## config.mk

```make
export PLATFORM = sky130hd
export DESIGN_NAME = link_fifo
export DESIGN_NICKNAME = d
export VERILOG_FILES = /design/src/design/mc_link_pkg.sv /design/src/design/link_fifo.sv
export VERILOG_INCLUDE_DIRS = /design/src /design/src/include
export SDC_FILE = /design/constraint.sdc
export NUM_CORES = 1
export LEC_CHECK = 0
export ABC_AREA = 1
export ABC_CLOCK_PERIOD_IN_PS = 3600
export BUFFER_PORTS_ARGS = -buffer_cell sky130_fd_sc_hd__clkbuf_2
export CORE_AREA = 3 3 138 140
export DETAILED_ROUTE_END_ITERATION = 10
export DIE_AREA = 0 0 141 143
export SLEW_MARGIN = 10
export SYNTH_ARGS = -nofsm -noshare
export SYNTH_HDL_FRONTEND = slang
export SYNTH_SLANG_ARGS = --single-unit
```

## constraint.sdc

```tcl
create_clock -name clk_main_a0_i -period 3.6 [get_ports clk_main_a0_i]
set_input_delay 0.54 -clock clk_main_a0_i [delete_from_list [all_inputs] [get_ports clk_main_a0_i]]
set_output_delay 0.54 -clock clk_main_a0_i [all_outputs]
set_load 0.01 [all_outputs]
```

## src/include/mc_link_defs.svh

```systemverilog
// Address map and PCI ID constants for the host control port
// Pulled into mc_link_pkg, so it is not meant to be included on its own
// The ID region sits above the 1 KB memory window of the tile endpoint

`ifndef MC_LINK_DEFS_SVH
`define MC_LINK_DEFS_SVH

// --------------------
// PCI ID words
// --------------------
// Vendor ID in the low half, device ID in the high half
localparam logic [31:0] CL_SH_ID0 = 32'hf000_1d0f;
// Subsystem vendor ID in the low half, subsystem ID in the high half
localparam logic [31:0] CL_SH_ID1 = 32'h1d51_fedc;

// Address bit that selects the ID region instead of memory
localparam int ID_REGION_BIT = 12;

`endif

```

## src/design/mc_link_pkg.sv

```systemverilog
// Widths, codes and the link packet shared by the bridge, buffer and endpoint
// Link packets carry one 32-bit word per request, no bursts

package mc_link_pkg;

  `include "mc_link_defs.svh"

  // --------------------
  // AXI4-Lite host port
  // --------------------
  localparam int AXIL_ADDR_W = 32;
  localparam int AXIL_DATA_W = 32;
  localparam int AXIL_STRB_W = 4;
  localparam int AXIL_RESP_W = 2;

  localparam logic [AXIL_RESP_W-1:0] RESP_OKAY   = 2'b00;
  localparam logic [AXIL_RESP_W-1:0] RESP_SLVERR = 2'b10;

  // Endpoint memory
  localparam int DMEM_WORDS  = 256;
  localparam int DMEM_ADDR_W = 8;

  // --------------------
  // Link packet
  // --------------------
  localparam logic LINK_OP_STORE = 1'b1;
  localparam logic LINK_OP_LOAD  = 1'b0;

  localparam int LINK_W = 1 + AXIL_STRB_W + DMEM_ADDR_W + AXIL_DATA_W;

  // Bridge FSM encodings
  localparam logic [1:0] BR_IDLE = 2'd0;
  localparam logic [1:0] BR_SEND = 2'd1;
  localparam logic [1:0] BR_WAIT = 2'd2;
  localparam logic [1:0] BR_RESP = 2'd3;

  // One 45-bit link word, read as a request or as a response
  typedef union packed {
    struct packed {
      logic                   op;
      logic [AXIL_STRB_W-1:0] mask;
      logic [DMEM_ADDR_W-1:0] addr;
      logic [AXIL_DATA_W-1:0] data;
    } req;
    struct packed {
      logic                                 op;
      logic [AXIL_STRB_W+DMEM_ADDR_W-1:0]   pad;
      logic [AXIL_DATA_W-1:0]               data;
    } resp;
  } link_packet_u;

endpackage

```

## src/design/link_fifo.sv

```systemverilog
// Circular request buffer between the bridge and the tile endpoint
// DEPTH need not be a power of two; 2, 4 and 8 are the intended sizes
// Output is registered storage, so a push shows up one cycle later

`timescale 1ns/1ps

module link_fifo
  import mc_link_pkg::*;
#(
  parameter int DEPTH = 4
) (
  input  logic         clk_main_a0_i,
  input  logic         rst_main_n_sync_i,
  input  logic         push_valid_i,
  input  link_packet_u push_packet_i,
  output logic         push_ready_o,
  output logic         pop_valid_o,
  output link_packet_u pop_packet_o,
  input  logic         pop_ready_i
);

  localparam int PTR_W = (DEPTH > 1) ? $clog2(DEPTH) : 1;
  localparam int CNT_W = $clog2(DEPTH + 1);

  link_packet_u     mem_q [DEPTH];
  logic [PTR_W-1:0] wr_ptr_q;
  logic [PTR_W-1:0] rd_ptr_q;
  logic [CNT_W-1:0] count_q;

  logic push;
  logic pop;

  assign push_ready_o = (count_q != CNT_W'(DEPTH));
  assign pop_valid_o  = (count_q != '0);
  assign pop_packet_o = mem_q[rd_ptr_q];

  assign push = push_valid_i && push_ready_o;
  assign pop  = pop_valid_o && pop_ready_i;

  // Pointers and occupancy
  always_ff @(posedge clk_main_a0_i) begin
    if (!rst_main_n_sync_i) begin
      wr_ptr_q <= '0;
      rd_ptr_q <= '0;
      count_q  <= '0;
    end else begin
      if (push) begin
        wr_ptr_q <= (wr_ptr_q == PTR_W'(DEPTH - 1)) ? '0 : wr_ptr_q + 1'b1;
      end
      if (pop) begin
        rd_ptr_q <= (rd_ptr_q == PTR_W'(DEPTH - 1)) ? '0 : rd_ptr_q + 1'b1;
      end
      if (push && !pop) begin
        count_q <= count_q + 1'b1;
      end else if (pop && !push) begin
        count_q <= count_q - 1'b1;
      end
    end
  end

  always_ff @(posedge clk_main_a0_i) begin
    if (push) begin
      mem_q[wr_ptr_q] <= push_packet_i;
    end
  end

endmodule

```

=== After elaboration in Yosys (flattened, before gate mapping) ===
Memory sizes are Yosys's and may differ from the RTL's. A register that Yosys moved wholly into a read port is not among the register bits.
Cells that the tools add are included.

* RAM bits: 180
* Output and inout bits: 47
* Latch bits: 0
* Memory bits (read-only): 0
* Input bits: 49
* Register bits: 7
* Word-level logic and storage cells: 27
* Memories kept: 1

{| class="wikitable"
|+ Memory list
! name !! words !! width !! read ports !! clocked after memory_dff !! wr ports !! line !! text
|-
| mem_q || 4 || 45 || 1 || 1 || 1 || link_fifo.sv:25 || <nowiki>link_packet_u mem_q [DEPTH];</nowiki>
|}

* Shift-type cells: 0
* Equality and inequality tests: 3
* $lt $le $gt $ge: 0
* Mux-type cells: 8
* $mul: 0
* $add $sub $neg: 4
* Reduce and logical (&&, ||, !) cells: 8
* Bitwise logic cells: 0
* Div/mod/pow operators: 0

{| class="wikitable"
|+ Operator list
! operator !! number
|-
| $mux 2 || 4
|-
| $mux 3 || 2
|-
| $add 2x1->2 const B || 2
|-
| $eq 2x2->1 const B || 2
|-
| $logic_and 1x1->1 || 4
|-
| $add 3x1->3 const B || 1
|-
| $ne 3x3->1 const B || 1
|-
| $reduce_bool 3->1 || 1
|-
| $sub 3x1->3 const B || 1
|-
| $logic_not 1->1 || 2
|-
| $mux 1 || 2
|-
| $reduce_bool 2->1 || 1
|}

=== Depth between registers and ports, before layout ===
* Depth after elaboration: 6
* Mapped depth: 13
* Depth with buffers taken out: 13

=== Worst setup path after synthesis ===
No wires, ideal clock.

* Kind: register to register
* From: register count_q[1]
* To: memory mem_q[0][0] in the netlist's numbering (enable)
* Data arrival time: 2.603 ns
* Setup slack: 0.549 ns
* Data required time: 3.152 ns
* Library setup time: 0.448 ns
* Stages on the path, launching flop included: 5
* Buffers on the path: 0
* Cells stage by stage: dfxtp_1 nor2_1 nand2_1 nand2_2 nor2_1

* Cells in the longest elaborated chain, start to end: 4

{| class="wikitable"
|+ RTL lines
! what !! line !! text
|-
| start, declared || link_fifo.sv:28 || <nowiki>logic [CNT_W-1:0] count_q;</nowiki>
|-
| start signal, assigned || link_fifo.sv:54 || <nowiki>count_q <= count_q + 1'b1;</nowiki>
|-
| start signal, assigned || link_fifo.sv:56 || <nowiki>count_q <= count_q - 1'b1;</nowiki>
|-
| $ne 3x3->1 || link_fifo.sv:33 || <nowiki>assign push_ready_o = (count_q != CNT_W'(DEPTH));</nowiki>
|-
| via push_ready_o || link_fifo.sv:16 || <nowiki>output logic push_ready_o,</nowiki>
|-
| $logic_and 1x1->1 || link_fifo.sv:37 || <nowiki>assign push = push_valid_i && push_ready_o;</nowiki>
|-
| $mux 1 || link_fifo.sv:62 || <nowiki>if (push) begin</nowiki>
|-
| $mux 1 (implied by the code) || link_fifo.sv:63 || <nowiki>mem_q[wr_ptr_q] <= push_packet_i;</nowiki>
|-
| end, declared || link_fifo.sv:25 ||
|}

The timed path passes the listed nets, and every way through them passes these cells.

==> metrics <==
register bit total from synthesis 189; row count between 40 and 50; H-tree Lvls 4; Mean Syn Cell Area 14.5 um2; Rel. slew slack 0.493; PwrDens 754 nW/um2; Pleak 3.00 nW; cell count after synthesis 505; initial antenna violation count 0; Fin. Hold Viols 0; GRT Util Overall 0.153; Cell variety after synth 23; via count about 4.3k; most common cell after layout, fill and taps aside edfxtp_1; register area share after synthesis 0.765; Finished Layout Cells 839; worst vdd ir 427 uV; Routability Congestion 0.716; Worst Max-Slew Pin Slew 0.761 ns; commonest non-fill, non-tap cells in the layout edfxtp_1 (180), nor2_1 (103), clkbuf_2 (95), o21ai_1 (55), o22ai_1 (45); Crit. End Element output pin; post-layout power approximately 6.4 mW; crit path kind flip-flop to output pin; drt drc 0; outcome finished clean; CTS tree yes; clk_lat worst skew 0.42 ns; TritonRoute pass-1 iters 4; Util after Layout 0.471; number of global-route vias before repair 4280; worst min path class input port to flip-flop; largest net degree at the start of global routing 91; routed len/inst 17.7 um; DRT iter0 DRCs 359; Die Area approximately 20000 um2; Final nets 654; Worst Path Required approximately 3 ns; cts hold-fix bufs 0; # setup viols final 0; startpoint type of the worst setup path flip-flop; diode count 0; total wire length 14800 um; CTS buffer count 17; share of post-route cells with drive strength above 1 0.233; Via density ~5.1; placed cells 808; Final HPWL DP between 8000 and 9000 um; YS warnings 0; grt ovf 0; I/O pin cnt 96; Reg clk slew, reported paths around 0.07 ns; post-route setup TNS 0 ns; Final Critical Period about 2.7 ns; worst-path fanout max 66; P&R area growth vs syn 15.9%; CTS root buf clkbuf_16; RSZ-0062 raised after global routing false; CTS max path bufs 2; # port buffers 95; Post-CTS Setup Inserts 0; final worst clock skew between 0.01 and 0.015 ns; WHS Path Cells 1; Post-Synthesis Cell Area about 7300 um2; global-route wire length before repair ~23000 um; remaining antenna violation count after routing 0; Die Span Y around 140 um; Critical Path AT 2.19 ns; MaxCap Viol Count 0; initial core utilization 0.406; FF-to-FF path depth 5; core area ~18000 um2; f_max approximately 0.37 GHz; Max Slew Vio Count 0; Post-CTS Resized 0; syn nets between 500 and 600; Die Width ~140 um; crit share post-route 0.759; Num Clock Sinks 189
[worst paths after layout]
kind,from,slack (ns),endpoint
setup / recovery,flip-flop,0.87,pop_packet_o[39]
hold / removal,push_packet_i[37],0.34,mem_q[0][37]
setup reg to reg,count_q[0],1.44,mem_q[0][34]
hold reg to reg,count_q[1],0.54,count_q[1]
[flip-flops by register name, indices dropped and copies added, names as in the netlist, named ones only]
register	count
mem_q	180
count_q	3
rd_ptr_q	2
wr_ptr_q	2
[where the power goes]
| group | total (mW) | switching [mW] | internal (mW) | leakage (nW) |
|---|---|---|---|---|
| Clock | 1.94 | 0.777 | 1.16 | 0.287 |
| Sequential | 2.83 | 0.141 | 2.68 | 1.72 |
| Combinational | 1.62 | 1.07 | 0.544 | 0.992 |
| Total | 6.38 | 1.99 | 4.39 | 3.00 |
[per-layer routing]
| layer | vias to the layer above | part of all wire | global-route usage |
|---|---|---|---|
| met2 | 115 | 0.49 | 0.243 |
| met4 | 0 | 0.0094 | 0.0510 |
| met1 | 2083 | 0.44 | 0.202 |
| li1 | 2055 | - | - |
| met3 | 9 | 0.066 | 0.0462 |
| met5 | - | 0 | 0 |
[synthesized netlist by cell type (all sizes together)]
master / instances / area share
dfxtp: 9 / 0.025
edfxtp: 180 / 0.74
o21ai: 92 / 0.063
inv: 16 / 0.0099
ha: 6 / 0.010
fa: 1 / 0.0027
clkinv: 1 / 0.00069
nand3b: 1 / 0.0010
buf: 28 / 0.042
nand3: 1 / 0.00069
nand2: 15 / 0.0081
nand4: 1 / 0.00086
o22ai: 45 / 0.039
nor2: 107 / 0.055
a21oi: 2 / 0.0014
[cells by family after synthesis]
kind of cell,share of synthesized area
compound gates,0.103
fa+ha+maj,0.0130
buf+inv,0.0530
flops,0.765
simple gates,0.0657
[per-stage QoR]
step | worst slack, ns | hold WS [ns] | instance area, um2
CTS | 0.808 | 0.317 | 8460
global route | 0.641 | 0.315 | 8460
detailed placement | 1.27 | 0.531 | 7840
floorplan | 0.549 | 0.480 | 7300
finish | 0.867 | 0.336 | 8460
global placement | 1.29 | 0.491 | 7840
[critical path, cell delays in order (launching register included)]
cell and delay (ns):
dfxtp_4 0.82, buf_4 0.40, o21ai_0 0.14, o22ai_1 0.22, clkbuf_2 0.17
[cell type report]
type                       instances  area (um2)
inverter                          17        77.6
clock inverter                    14         195
fill                            1541        9500
clock buffer                      17         425
sequential                       189        5590
tap                              229         287
timing repair buffer             102         528
multi-input combinational        271        1360
(Power assumes the default switching activity.)
