`config.mk`:
```
export PLATFORM = sky130hd
export DESIGN_NAME = ocl_host_bridge
export DESIGN_NICKNAME = d
export VERILOG_FILES = /design/src/design/mc_link_pkg.sv /design/src/design/ocl_host_bridge.sv
export VERILOG_INCLUDE_DIRS = /design/src /design/src/include
export SDC_FILE = /design/constraint.sdc
export NUM_CORES = 1
export LEC_CHECK = 0
export BUFFER_PORTS_ARGS = -buffer_cell sky130_fd_sc_hd__buf_2
export CAP_MARGIN = 0
export CORE_ASPECT_RATIO = 1.75
export CORE_MARGIN = 10
export CORE_UTILIZATION = 43
export CTS_CLUSTER_DIAMETER = 30
export DETAILED_ROUTE_END_ITERATION = 6
export GPL_ROUTABILITY_DRIVEN = 0
export GPL_TIMING_DRIVEN = 0
export PLACE_DENSITY = 0.83
export SLEW_MARGIN = 5
export SYNTH_ARGS = -nofsm -noshare
export SYNTH_HDL_FRONTEND = slang
export SYNTH_SLANG_ARGS = --single-unit
```
`constraint.sdc`:
```
create_clock -name clk_main_a0_i -period 4.8 [get_ports clk_main_a0_i]
set_clock_uncertainty 0.15 [all_clocks]
set_input_delay 0.24 -clock clk_main_a0_i [delete_from_list [all_inputs] [get_ports clk_main_a0_i]]
set_output_delay 0.24 -clock clk_main_a0_i [all_outputs]
set_load 0.02 [all_outputs]
```
`src/include/mc_link_defs.svh`:
```
// Address map and PCI ID constants for the host control port
// Pulled into mc_link_pkg, so it is not meant to be included on its own
// The ID region sits above the 1 KB memory window of the tile endpoint

`ifndef MC_LINK_DEFS_SVH
`define MC_LINK_DEFS_SVH

// --------------------
// PCI ID words
// --------------------
// Vendor ID in the low half, device ID in the high half
localparam logic [31:0] CL_SH_ID0 = 32'hf000_1d0f;
// Subsystem vendor ID in the low half, subsystem ID in the high half
localparam logic [31:0] CL_SH_ID1 = 32'h1d51_fedc;

// Address bit that selects the ID region instead of memory
localparam int ID_REGION_BIT = 12;

`endif

```
`src/design/mc_link_pkg.sv`:
```
// Widths, codes and the link packet shared by the bridge, buffer and endpoint
// Link packets carry one 32-bit word per request, no bursts

package mc_link_pkg;

  `include "mc_link_defs.svh"

  // --------------------
  // AXI4-Lite host port
  // --------------------
  localparam int AXIL_ADDR_W = 32;
  localparam int AXIL_DATA_W = 32;
  localparam int AXIL_STRB_W = 4;
  localparam int AXIL_RESP_W = 2;

  localparam logic [AXIL_RESP_W-1:0] RESP_OKAY   = 2'b00;
  localparam logic [AXIL_RESP_W-1:0] RESP_SLVERR = 2'b10;

  // Endpoint memory
  localparam int DMEM_WORDS  = 256;
  localparam int DMEM_ADDR_W = 8;

  // --------------------
  // Link packet
  // --------------------
  localparam logic LINK_OP_STORE = 1'b1;
  localparam logic LINK_OP_LOAD  = 1'b0;

  localparam int LINK_W = 1 + AXIL_STRB_W + DMEM_ADDR_W + AXIL_DATA_W;

  // Bridge FSM encodings
  localparam logic [1:0] BR_IDLE = 2'd0;
  localparam logic [1:0] BR_SEND = 2'd1;
  localparam logic [1:0] BR_WAIT = 2'd2;
  localparam logic [1:0] BR_RESP = 2'd3;

  // One 45-bit link word, read as a request or as a response
  typedef union packed {
    struct packed {
      logic                   op;
      logic [AXIL_STRB_W-1:0] mask;
      logic [DMEM_ADDR_W-1:0] addr;
      logic [AXIL_DATA_W-1:0] data;
    } req;
    struct packed {
      logic                                 op;
      logic [AXIL_STRB_W+DMEM_ADDR_W-1:0]   pad;
      logic [AXIL_DATA_W-1:0]               data;
    } resp;
  } link_packet_u;

endpackage

```
`src/design/ocl_host_bridge.sv`:
```
// AXI4-Lite slave that serves one host transaction at a time
// Reads win over writes when both arrive in the same idle cycle
// A write is taken only with AW and W valid together
// ID region accesses are answered here and never reach the link

`timescale 1ns/1ps

module ocl_host_bridge
  import mc_link_pkg::*;
(
  input  logic                   clk_main_a0_i,
  input  logic                   rst_main_n_sync_i,
  // Host AXI4-Lite
  input  logic                   awvalid_i,
  input  logic [AXIL_ADDR_W-1:0] awaddr_i,
  output logic                   awready_o,
  input  logic                   wvalid_i,
  input  logic [AXIL_DATA_W-1:0] wdata_i,
  input  logic [AXIL_STRB_W-1:0] wstrb_i,
  output logic                   wready_o,
  output logic                   bvalid_o,
  output logic [AXIL_RESP_W-1:0] bresp_o,
  input  logic                   bready_i,
  input  logic                   arvalid_i,
  input  logic [AXIL_ADDR_W-1:0] araddr_i,
  output logic                   arready_o,
  output logic                   rvalid_o,
  output logic [AXIL_DATA_W-1:0] rdata_o,
  output logic [AXIL_RESP_W-1:0] rresp_o,
  input  logic                   rready_i,
  // Request link
  output logic                   req_valid_o,
  output link_packet_u           req_packet_o,
  input  logic                   req_ready_i,
  // Response link
  input  logic                   rsp_valid_i,
  input  link_packet_u           rsp_packet_i,
  output logic                   rsp_ready_o
);

  logic [1:0]             state_q;
  logic                   is_read_q;
  link_packet_u           req_q;
  logic [AXIL_DATA_W-1:0] rdata_q;
  logic [AXIL_RESP_W-1:0] resp_q;

  logic ar_hs;
  logic aw_hs;
  logic rsp_hs;
  logic ar_id;
  logic aw_id;

  assign ar_id = araddr_i[ID_REGION_BIT];
  assign aw_id = awaddr_i[ID_REGION_BIT];

  // Ready only in idle and only toward a valid request
  assign arready_o = (state_q == BR_IDLE) && arvalid_i;
  assign awready_o = (state_q == BR_IDLE) && !arvalid_i && awvalid_i && wvalid_i;
  assign wready_o  = awready_o;

  assign ar_hs  = arready_o;
  assign aw_hs  = awready_o;
  assign rsp_hs = rsp_valid_i && rsp_ready_o;

  assign req_valid_o  = (state_q == BR_SEND);
  assign req_packet_o = req_q;
  // Endpoint stalls while a host response is outstanding
  assign rsp_ready_o  = (state_q == BR_WAIT);

  assign rvalid_o = (state_q == BR_RESP) && is_read_q;
  assign bvalid_o = (state_q == BR_RESP) && !is_read_q;
  assign rdata_o  = rdata_q;
  assign rresp_o  = resp_q;
  assign bresp_o  = resp_q;

  // --------------------
  // Transaction FSM
  // --------------------
  always_ff @(posedge clk_main_a0_i) begin
    if (!rst_main_n_sync_i) begin
      state_q   <= BR_IDLE;
      is_read_q <= 1'b0;
    end else begin
      case (state_q)
        BR_IDLE: begin
          if (ar_hs) begin
            is_read_q <= 1'b1;
            state_q   <= ar_id ? BR_RESP : BR_SEND;
          end else if (aw_hs) begin
            is_read_q <= 1'b0;
            state_q   <= aw_id ? BR_RESP : BR_SEND;
          end
        end
        BR_SEND: begin
          if (req_ready_i) begin
            state_q <= BR_WAIT;
          end
        end
        BR_WAIT: begin
          // Beat kind follows the op echoed in the response
          if (rsp_hs) begin
            is_read_q <= (rsp_packet_i.resp.op == LINK_OP_LOAD);
            state_q   <= BR_RESP;
          end
        end
        default: begin
          if ((rvalid_o && rready_i) || (bvalid_o && bready_i)) begin
            state_q <= BR_IDLE;
          end
        end
      endcase
    end
  end

  // Request packet and host response payload
  always_ff @(posedge clk_main_a0_i) begin
    if (ar_hs) begin
      req_q.req.op   <= LINK_OP_LOAD;
      req_q.req.mask <= '0;
      req_q.req.addr <= araddr_i[DMEM_ADDR_W+1:2];
      req_q.req.data <= '0;
      rdata_q        <= araddr_i[2] ? CL_SH_ID1 : CL_SH_ID0;
      resp_q         <= RESP_OKAY;
    end else if (aw_hs) begin
      req_q.req.op   <= LINK_OP_STORE;
      req_q.req.mask <= wstrb_i;
      req_q.req.addr <= awaddr_i[DMEM_ADDR_W+1:2];
      req_q.req.data <= wdata_i;
      rdata_q        <= '0;
      // ID words are read only
      resp_q         <= aw_id ? RESP_SLVERR : RESP_OKAY;
    end else if (rsp_hs) begin
      rdata_q <= rsp_packet_i.resp.data;
      resp_q  <= RESP_OKAY;
    end
  end

endmodule

```
Word-level counts from Yosys, hierarchy flattened
Index checks and enable logic that the tools add are counted.
{"block": "totals", "regBits": 82, "output_inout_bits": 88, "in_bits": 154, "elab_cells": 54}
{"block": "op_classes", "eq_ne": 6, "n_reduce_logical": 20, "n_bitwise": 1, "n_mux": 21}
{"operator": "$mux 32", "count": 4}
{"operator": "$mux 40", "count": 2}
{"operator": "$mux 2", "count": 10}
{"operator": "$logic_and 1x1->1", "count": 9}
{"operator": "$pmux 2 s3", "count": 1}
{"operator": "$reduce_bool 2->1", "count": 3}
{"operator": "$eq 2x2->1 const B", "count": 2}
{"operator": "$ne 2x1->1 const B", "count": 2}
{"operator": "$reduce_and 4->1", "count": 1}
{"operator": "$reduce_bool 4->1", "count": 1}
{"operator": "$mux 1", "count": 3}
{"operator": "$ne 3x3->1 const B", "count": 1}
{"operator": "$reduce_and 3->1", "count": 1}
{"operator": "$reduce_bool 3->1", "count": 1}
{"operator": "$eq 2x1->1 const B", "count": 1}
{"operator": "$logic_not 1->1", "count": 2}
{"operator": "$logic_not 2->1", "count": 1}
{"operator": "$pmux 1 s2", "count": 1}
{"operator": "$logic_or 1x1->1", "count": 1}
{"operator": "$not 1->1", "count": 1}

Longest topological paths before layout
Gate-level depths: netlist of the first run.
{"block": "depth", "ltp_word": 7, "ltp_mapped": 10, "depth_no_buf": 7}

Least setup slack after synthesis of the first run
OpenSTA, ideal clock, no wires.
{"block": "synth_path", "path_type": "flip-flop to flip-flop", "startpoint": "register state_q[0]", "endpoint": "register rdata_q[0] (netlist: rdata_o[0]), enable pin", "t_arrival_ns": 1.639, "setup_time_ns": 0.478, "path_buffers": 1, "stages_incl_launch_ff": 6, "setup_slack_ns": 2.534, "required_time_ns": 4.172, "synth_period_minus_slack_ns": 2.266, "path_cell_list": "dfxtp_1 -> inv_1 -> ha_1 -> o21ai_0 -> buf_1 -> nand2_1"}
{"block": "synth_via", "elab_chain_cells": 5, "word_cells_on_any_way": 8, "classes_between": "eq/ne: 1; reduce/logical: 7"}
{"item": "start, declared", "line_no": "ocl_host_bridge.sv:41", "text": "logic [1:0] state_q;"}
{"item": "start signal, assigned", "line_no": "ocl_host_bridge.sv:88", "text": "state_q <= ar_id ? BR_RESP : BR_SEND;"}
{"item": "start signal, assigned", "line_no": "ocl_host_bridge.sv:91", "text": "state_q <= aw_id ? BR_RESP : BR_SEND;"}
{"item": "$logic_not 2->1", "line_no": "ocl_host_bridge.sv:57, ocl_host_bridge.sv:58"}
{"item": "$logic_and 1x1->1 (3 in a row)", "line_no": "ocl_host_bridge.sv:58", "text": "assign awready_o = (state_q == BR_IDLE) && !arvalid_i && awvalid_i && wvalid_i;"}
{"item": "$reduce_bool 3->1 (no source line) *"}
{"item": "end signal, assigned", "line_no": "ocl_host_bridge.sv:122", "text": "rdata_q <= araddr_i[2] ? CL_SH_ID1 : CL_SH_ID0;"}
{"item": "end signal, assigned", "line_no": "ocl_host_bridge.sv:133", "text": "rdata_q <= rsp_packet_i.resp.data;"}
{"item": "end, declared", "line_no": "ocl_host_bridge.sv:44", "text": "logic [AXIL_DATA_W-1:0] rdata_q;"}
Mark *: on every way between the ends. The rest lies on a longest branch, timed or not.
A chain may end at the register's enable or synchronous reset.

Worst setup path after layout of the first run
{"block": "layout_path", "startpoint": "register state_q[0]", "endpoint": "register rdata_q[17] (netlist: rdata_o[17]), enable pin"}
The elaborated chain is that of the path after synthesis.

==> metrics.csv, run 1 <==
stage,metric,value,unit
cells_and_area,area_growth,50.5,%
cts,cts_buffers,9,
cts,postCtsSetupRepairBufs,0,
floorplanning,ios,242,
power,p_per_area,583,nW/um^2
logic_synthesis,yosysSeqAreaShare,62.8,%
run_status,outcome,"finished, final reports clean",
hold_path,hp-class,in2reg,
timing,hold_viol,0,
cells_and_area,layout-drive-gt1-share,40.8,%
detailed_routing,vias,3028,
floorplanning,fp.dieH,135,microns
critical_path,worstReg2RegEnd,rdata_o[17],
cts,cts_tree,yes,
critical_path,cp.required,4.44,ns
critical_path,cp-start-kind,flop,
detailed_routing,wl_per_cell,16.8,microns
floorplanning,start_util,44.5,%
critical_path,cp_num_cells,5,
cts,htree_levels,3,
power,ir_drop,308,uV
timing,finalSetupViolations,0,
logic_synthesis,ys_ff_latch,81,
critical_path,crit_fanout,32,
detailed_routing,ant_nets,0,
cts,clk_pin_slew,0.06,ns
timing,min_period,2.84,ns
power,p_leak,2.39,nW
critical_path,cp_num_buf_inv,2,
global_route,grt_pass1_wl,16.1,mm
global_route,met1_usage,16.7,%
detailed_routing,drcViolationCount,0,
global_route,grt_max_degree,33,
critical_path,reg2reg_depth,5,
detailed_routing,drt_iter0_drc,139,
logic_synthesis,yosys.cell_types.count,31,
job,maxCapViolCount,0,
logic_synthesis,syn_inst,303,
critical_path,arrival,2.48,ns
cts,cts_hold_buf,33,
detailed_routing,vias_per_cell,4.86,
timing,slew_viol_final,0,
global_route,use_met2,30.6,%
critical_path,cp_slowest_cell,nand2_1,
floorplanning,die_w,85.4,microns
global_route,grt_overflow_total,0,
critical_path,critical_path.max_stage_delay,0.83,ns
timing,clock.fmax,352,MHz
cts,cts.path.max_buffers,2,
detailed_routing,drtPass1Iterations,5,
placement,io_buffers,181,
detailed_routing,drt_wl_total,10.4,mm
placement,dpl.hpwl,7.84,mm
critical_path,critical_path_class,reg2reg,
cts,ctsResizeCount,0,
cts,cts-root-buf,clkbuf_16,
critical_path,reg2reg_setup_slack,1.96,ns
critical_path,reg2reg_from,state_q[0],
global_route,grt_pass1_vias,3334,
cells_and_area,fin_nets,688,
cts,cts.sinks,81,
floorplanning,core_area,7230,sq um
timing,max_slew_margin,15.6,%
floorplanning,dieArea,11500,sq um
logic_synthesis,syn_avg_cell_area,10.6,sq um
logic_synthesis,yosys_warnings,0,
critical_path,crit_family,simple AND/OR/NAND/NOR gates,
global_route,top_usage_layer,met2,
timing,setup_tns,0,ns
critical_path,crit_end,rdata_o[17],
placement,pre_cts_slack,1.93,ns
timing,fin_ws,1.96,ns
global_route,antenna_found_initial,2,
global_route,track_usage,17.6,%
timing,period_share,59.1,%
cts,clk_latency,0.33,ns
timing,rsz0062_at_grt,no,
critical_path,critPathCaptureType,flop,
critical_path,path_cells,inv_1 -> ha_1 -> o21ai_0 -> buf_1 -> nand2_1,
critical_path,cp-startpoint,state_q[0],
global_route,met3_usage,7.53,%
logic_synthesis,syn_area,3220,sq um
floorplanning,rows,41,
timing,worst_pin_slew,1.26,ns
[layout by cell type (no fill, tap or decap), drive strengths merged, types with 2 or more instances in the layout]
cell	n
mux2	2
conb	2
dfxtp	41
nand2b	3
and2	9
clkbuf	16
o21ai	2
nor2	6
dlygate4sd3	33
edfxtp	40
ha	5
inv	8
a21oi	40
buf	200
a22o	7
a21o	20
nand2	88
diode	3
clkinv	2
[worst reg2reg max path: cells and delay by family, from the launching register on]
kind / cells / cell delay (ns)
simple gates: 1 / 0.83
compound gates: 1 / 0.14
fa+ha+maj: 1 / 0.30
buf+inv: 2 / 0.45
flops: 1 / 0.41
[cells by family (layout without fill, tap and decap cells)]
logic type | Yosys count | after routing | synth area share, %
flops | 81 | 81 | 62.8
compound gates | 73 | 73 | 14.3
fa+ha+maj | 5 | 5 | 1.94
simple gates | 110 | 110 | 14.5
other cells | 1 | 5 | 0.116
buf+inv | 30 | 260 | 5.36
mux | 3 | 3 | 1.01
[registers in the layout, indices dropped and copies added, names as in the netlist]
signal        cells
bresp_o           1
is_read_q         1
req_packet_o     45
state_q           2
rdata_o          32
[how the worst min path moves through the flow]
stage / startpoint / to / slack (ns) / depth (start not counted)
5_1_grt: wdata_i[28] / req_packet_o[28] / 0.006 / 3
4_1_cts: wdata_i[28] / req_packet_o[28] / 0.002 / 3
2_1_floorplan: awaddr_i[12] / bresp_o[1] / 0.21 / 1
6_report: wdata_i[28] / req_packet_o[28] / 0.01 / 3
3_5_place_dp: req_packet_o[4] / req_packet_o[4] / 0.30 / 2
3_3_place_gp: req_packet_o[10] / req_packet_o[10] / 0.29 / 2
[final cells by class]
class	count	area [sq um]
antenna	3	7.51
buffer	23	146
clock buffer	12	246
clock inverter	4	26.3
fill	537	2380
inverter	7	26.3
multi-input combinational	193	1030
sequential	81	2020
tap	86	108
timing repair buffer	214	1240
[report_power, final]
part | leakage [nW] | switching, mW | total (mW) | internal (mW)
Sequential | 0.725 | 0.0778 | 1.10 | 1.02
Clock | 0.133 | 0.253 | 0.618 | 0.364
Combinational | 1.54 | 0.734 | 1.12 | 0.382
Total | 2.39 | 1.06 | 2.83 | 1.77
[stage by stage]
step	instance area [sq um]	total power, mW	cells	hold slack, ns	util (%)
finish	4850	2.83	623	0.00982	67.0
global route	4850	2.99	622	0.00604	67.0
CTS	4840	2.86	620	0.00160	66.9
detailed placement	4240	2.21	571	0.295	58.6
global placement	4240	2.16	571	0.290	58.6
floorplan	3230	1.82	304	0.212	-
[cell usage after synthesis (all sizes together)]
cell type / instances / area (sq um)
a21o: 20 / 150
a21oi: 40 / 200
a22o: 7 / 61.3
a32o: 1 / 10.0
and2: 9 / 56.3
and3: 1 / 6.26
buf: 19 / 131
clkbuf: 4 / 15.0
conb: 1 / 3.75
dfxtp: 41 / 821
edfxtp: 40 / 1200
ha: 5 / 62.6
inv: 7 / 26.3
mux2: 2 / 22.5
mux2i: 1 / 10.0
nand2: 88 / 330
nand2b: 3 / 28.8
nor2: 6 / 22.5
nor2b: 1 / 6.26
o211a: 1 / 10.0
o21ai: 2 / 10.0
o221a: 1 / 11.3
o221ai: 1 / 8.76
or3b: 1 / 8.76
or4: 1 / 7.51
[metal layers]
metal  part of all wire [%]  wire length [microns]
met5                      0                      0
met4                    4.4                    455
met3                    9.8                   1020
met2                     50                   5180
met1                     36                   3790
Note: power is estimated with default switching activity, not from simulation.
==> run 2, diff against run 1 <==
--- a/config.mk
+++ b/config.mk
@@ -10,12 +10,12 @@
 export CAP_MARGIN = 0
 export CORE_ASPECT_RATIO = 1.75
 export CORE_MARGIN = 10
-export CORE_UTILIZATION = 43
+export CORE_UTILIZATION = 36
 export CTS_CLUSTER_DIAMETER = 30
 export DETAILED_ROUTE_END_ITERATION = 6
 export GPL_ROUTABILITY_DRIVEN = 0
 export GPL_TIMING_DRIVEN = 0
-export PLACE_DENSITY = 0.83
+export PLACE_DENSITY = 0.74
 export SLEW_MARGIN = 5
 export SYNTH_ARGS = -nofsm -noshare
 export SYNTH_HDL_FRONTEND = slang
==> constraint.sdc (replaced) <==
create_clock -name clk_main_a0_i -period 2.39 [get_ports clk_main_a0_i]
set_clock_uncertainty 0.15 [all_clocks]
set_input_delay 0.1195 -clock clk_main_a0_i [delete_from_list [all_inputs] [get_ports clk_main_a0_i]]
set_output_delay 0.1195 -clock clk_main_a0_i [all_outputs]
set_load 0.02 [all_outputs]
==> run 2 against run 1 <==
  * Final cell count is 13% higher
  * Worst setup slack worse by 1.8 ns
  * First-iteration DRC count is 4.3% lower
  * Flip-flop and latch count stayed put
  * Sequential share of layout area is 4.4 points lower
  * Critical endpoint is now wready_o
==> metrics.csv, run 2 (synthesis results as in run 1) <==
stage,metric,value,unit
timing,finalSetupViolations,0,
detailed_routing,drtPass1Iterations,4,
power,p_per_area,1070,nW/um^2
critical_path,cp-start-kind,flop,
cells_and_area,largest_reg_flops,45,
hold_path,min_from,rsp_packet_i[44],
cells_and_area,final_common_cell,buf_2,
power,p_leak,2.61,nW
global_route,grt_pass1_vias,3503,
power,finalPower,5.78,mW
cells_and_area,diodes,0,
timing,period_share,93.2,%
detailed_routing,vias_per_cell,4.65,
critical_path,path_cells,inv_2 -> ha_4 -> nand2b_2 -> nand2b_4 -> buf_6 -> inv_2 -> buf_6 -> buf_6 -> buf_4 -> buf_2,
placement,dpl.hpwl,8.09,mm
cells_and_area,ff_latch_area,2020,sq um
timing,min_period,2.23,ns
cts,clk_latency,0.32,ns
global_route,antenna_found_initial,0,
power,ir_drop,709,uV
floorplanning,start_util,36.9,%
floorplanning,core_area,8730,sq um
placement,io_buffers,181,
cells_and_area,fin_nets,739,
critical_path,reg2reg_setup_slack,0.34,ns
detailed_routing,vias,3262,
floorplanning,dieArea,13300,sq um
global_route,grt_overflow_total,0,
global_route,grt_pass1_wl,18.1,mm
critical_path,cp-startpoint,state_q[0],
critical_path,reg2reg_from,state_q[0],
critical_path,cp_slowest_cell,dfxtp_1,
detailed_routing,ant_nets,0,
cts,cts_tree,yes,
cts,postCtsSetupRepairBufs,0,
cts,clk_pin_slew,0.05,ns
timing,clock.fmax,449,MHz
cells_and_area,layout-drive-gt1-share,37.9,%
floorplanning,fp.dieH,145,microns
floorplanning,die_w,91.5,microns
critical_path,crit_fanout,11,
timing,slew_viol_final,0,
cells_and_area,area_growth,68.2,%
timing,rsz0062_at_grt,no,
detailed_routing,drt_wl_total,11.7,mm
floorplanning,rows,45,
detailed_routing,drcViolationCount,0,
hold_path,hp-class,in2reg,
timing,setup_tns,0,ns
detailed_routing,drt_iter0_drc,133,
global_route,track_usage,17.0,%
critical_path,critPathCaptureType,output port,
critical_path,critical_path_class,reg2out,
cts,cts-root-buf,clkbuf_16,
critical_path,cp_common_cell,buf_6,
cts,cts_buffers,9,
job,maxCapViolCount,0,
critical_path,arrival,1.96,ns
cells_and_area,final_cell_mix,"187 x buf_2, 87 x nand2_1, 85 x dlygate4sd3_1",
timing,hold_viol,0,
floorplanning,ios,242,
critical_path,critical_path.max_stage_delay,0.41,ns
cells_and_area,multiInputGateArea,1050,sq um
critical_path,cp.required,2.12,ns
cts,cts.path.max_buffers,2,
cts,cts.sinks,81,
cells_and_area,nFillCells,672,
detailed_routing,wl_per_cell,16.7,microns
global_route,grt_max_degree,33,
cts,htree_levels,3,
run_status,outcome,"finished, final reports clean",
## run 2: cell types whose count changed in the layout (fill, tap and decap cells not counted), sizes merged
cell         delta
dlygate4sd3    +52
inv             -1
buf             -1
diode           -3
clkbuf          -2
clkinv          +3
## run 2: metal layers
layer  vias to the layer above  wire length [microns]  global-route usage [%]
met4                         0                    427                    7.95
met1                      1501                   4090                    16.5
li1                       1579                      -                       -
met3                        27                    884                    6.14
met5                         -                      0                       0
met2                       155                   6320                    30.8
## run 2: worst max-delay path, delay by kind of cell (launching register included)
family | cells | cell delay (ns)
buffers and inverters | 7 | 0.82
and+or+nand+nor | 2 | 0.23
adders and majority gates | 1 | 0.19
DFF | 1 | 0.41
## run 2: power breakdown
part / switching (mW) / internal (mW)
clock: 0.504 / 0.722
combinational: 1.51 / 0.850
sequential: 0.159 / 2.04
total: 2.18 / 3.61
## run 2: final cells by class
| type | count | area share, % |
|---|---|---|
| Tap cell | 117 | 2.70 |
| Sequential cell | 81 | 37.3 |
| Clock inverter | 6 | 0.624 |
| Multi-Input combinational cell | 193 | 19.4 |
| Clock buffer | 10 | 4.41 |
| Timing Repair Buffer | 266 | 32.4 |
| Inverter | 7 | 0.485 |
| Buffer | 22 | 2.63 |
## run 2: final timing paths
kind / end / cells past startpoint
max reg2reg: rdata_o[21] / 5
min: is_read_q / 3
min reg2reg: req_packet_o[5] / 2
max: wready_o / 10
## run 2: repair_timing
| item | 4_1_cts | 5_1_grt |
|---|---|---|
| endpoints found under the setup margin | 34 | 1 |
| endpoints found under the hold margin | 80 | 0 |
| hold buffers | 85 | 0 |
| resized for setup | 3 | 3 |
## run 2: metrics by stage
stage	cell area, sq um	cells	hold slack, ns	setup WS, ns	util [%]
finish	5420	702	0.0869	0.162	62.1
global route	5420	702	0.0894	0.0241	62.1
CTS	5410	702	0.0751	0.0559	62.0
detailed placement	4280	602	0.212	-0.476	49.0
global placement	4280	602	0.203	-0.393	49.0
floorplan	3230	304	0.0916	0.124	-
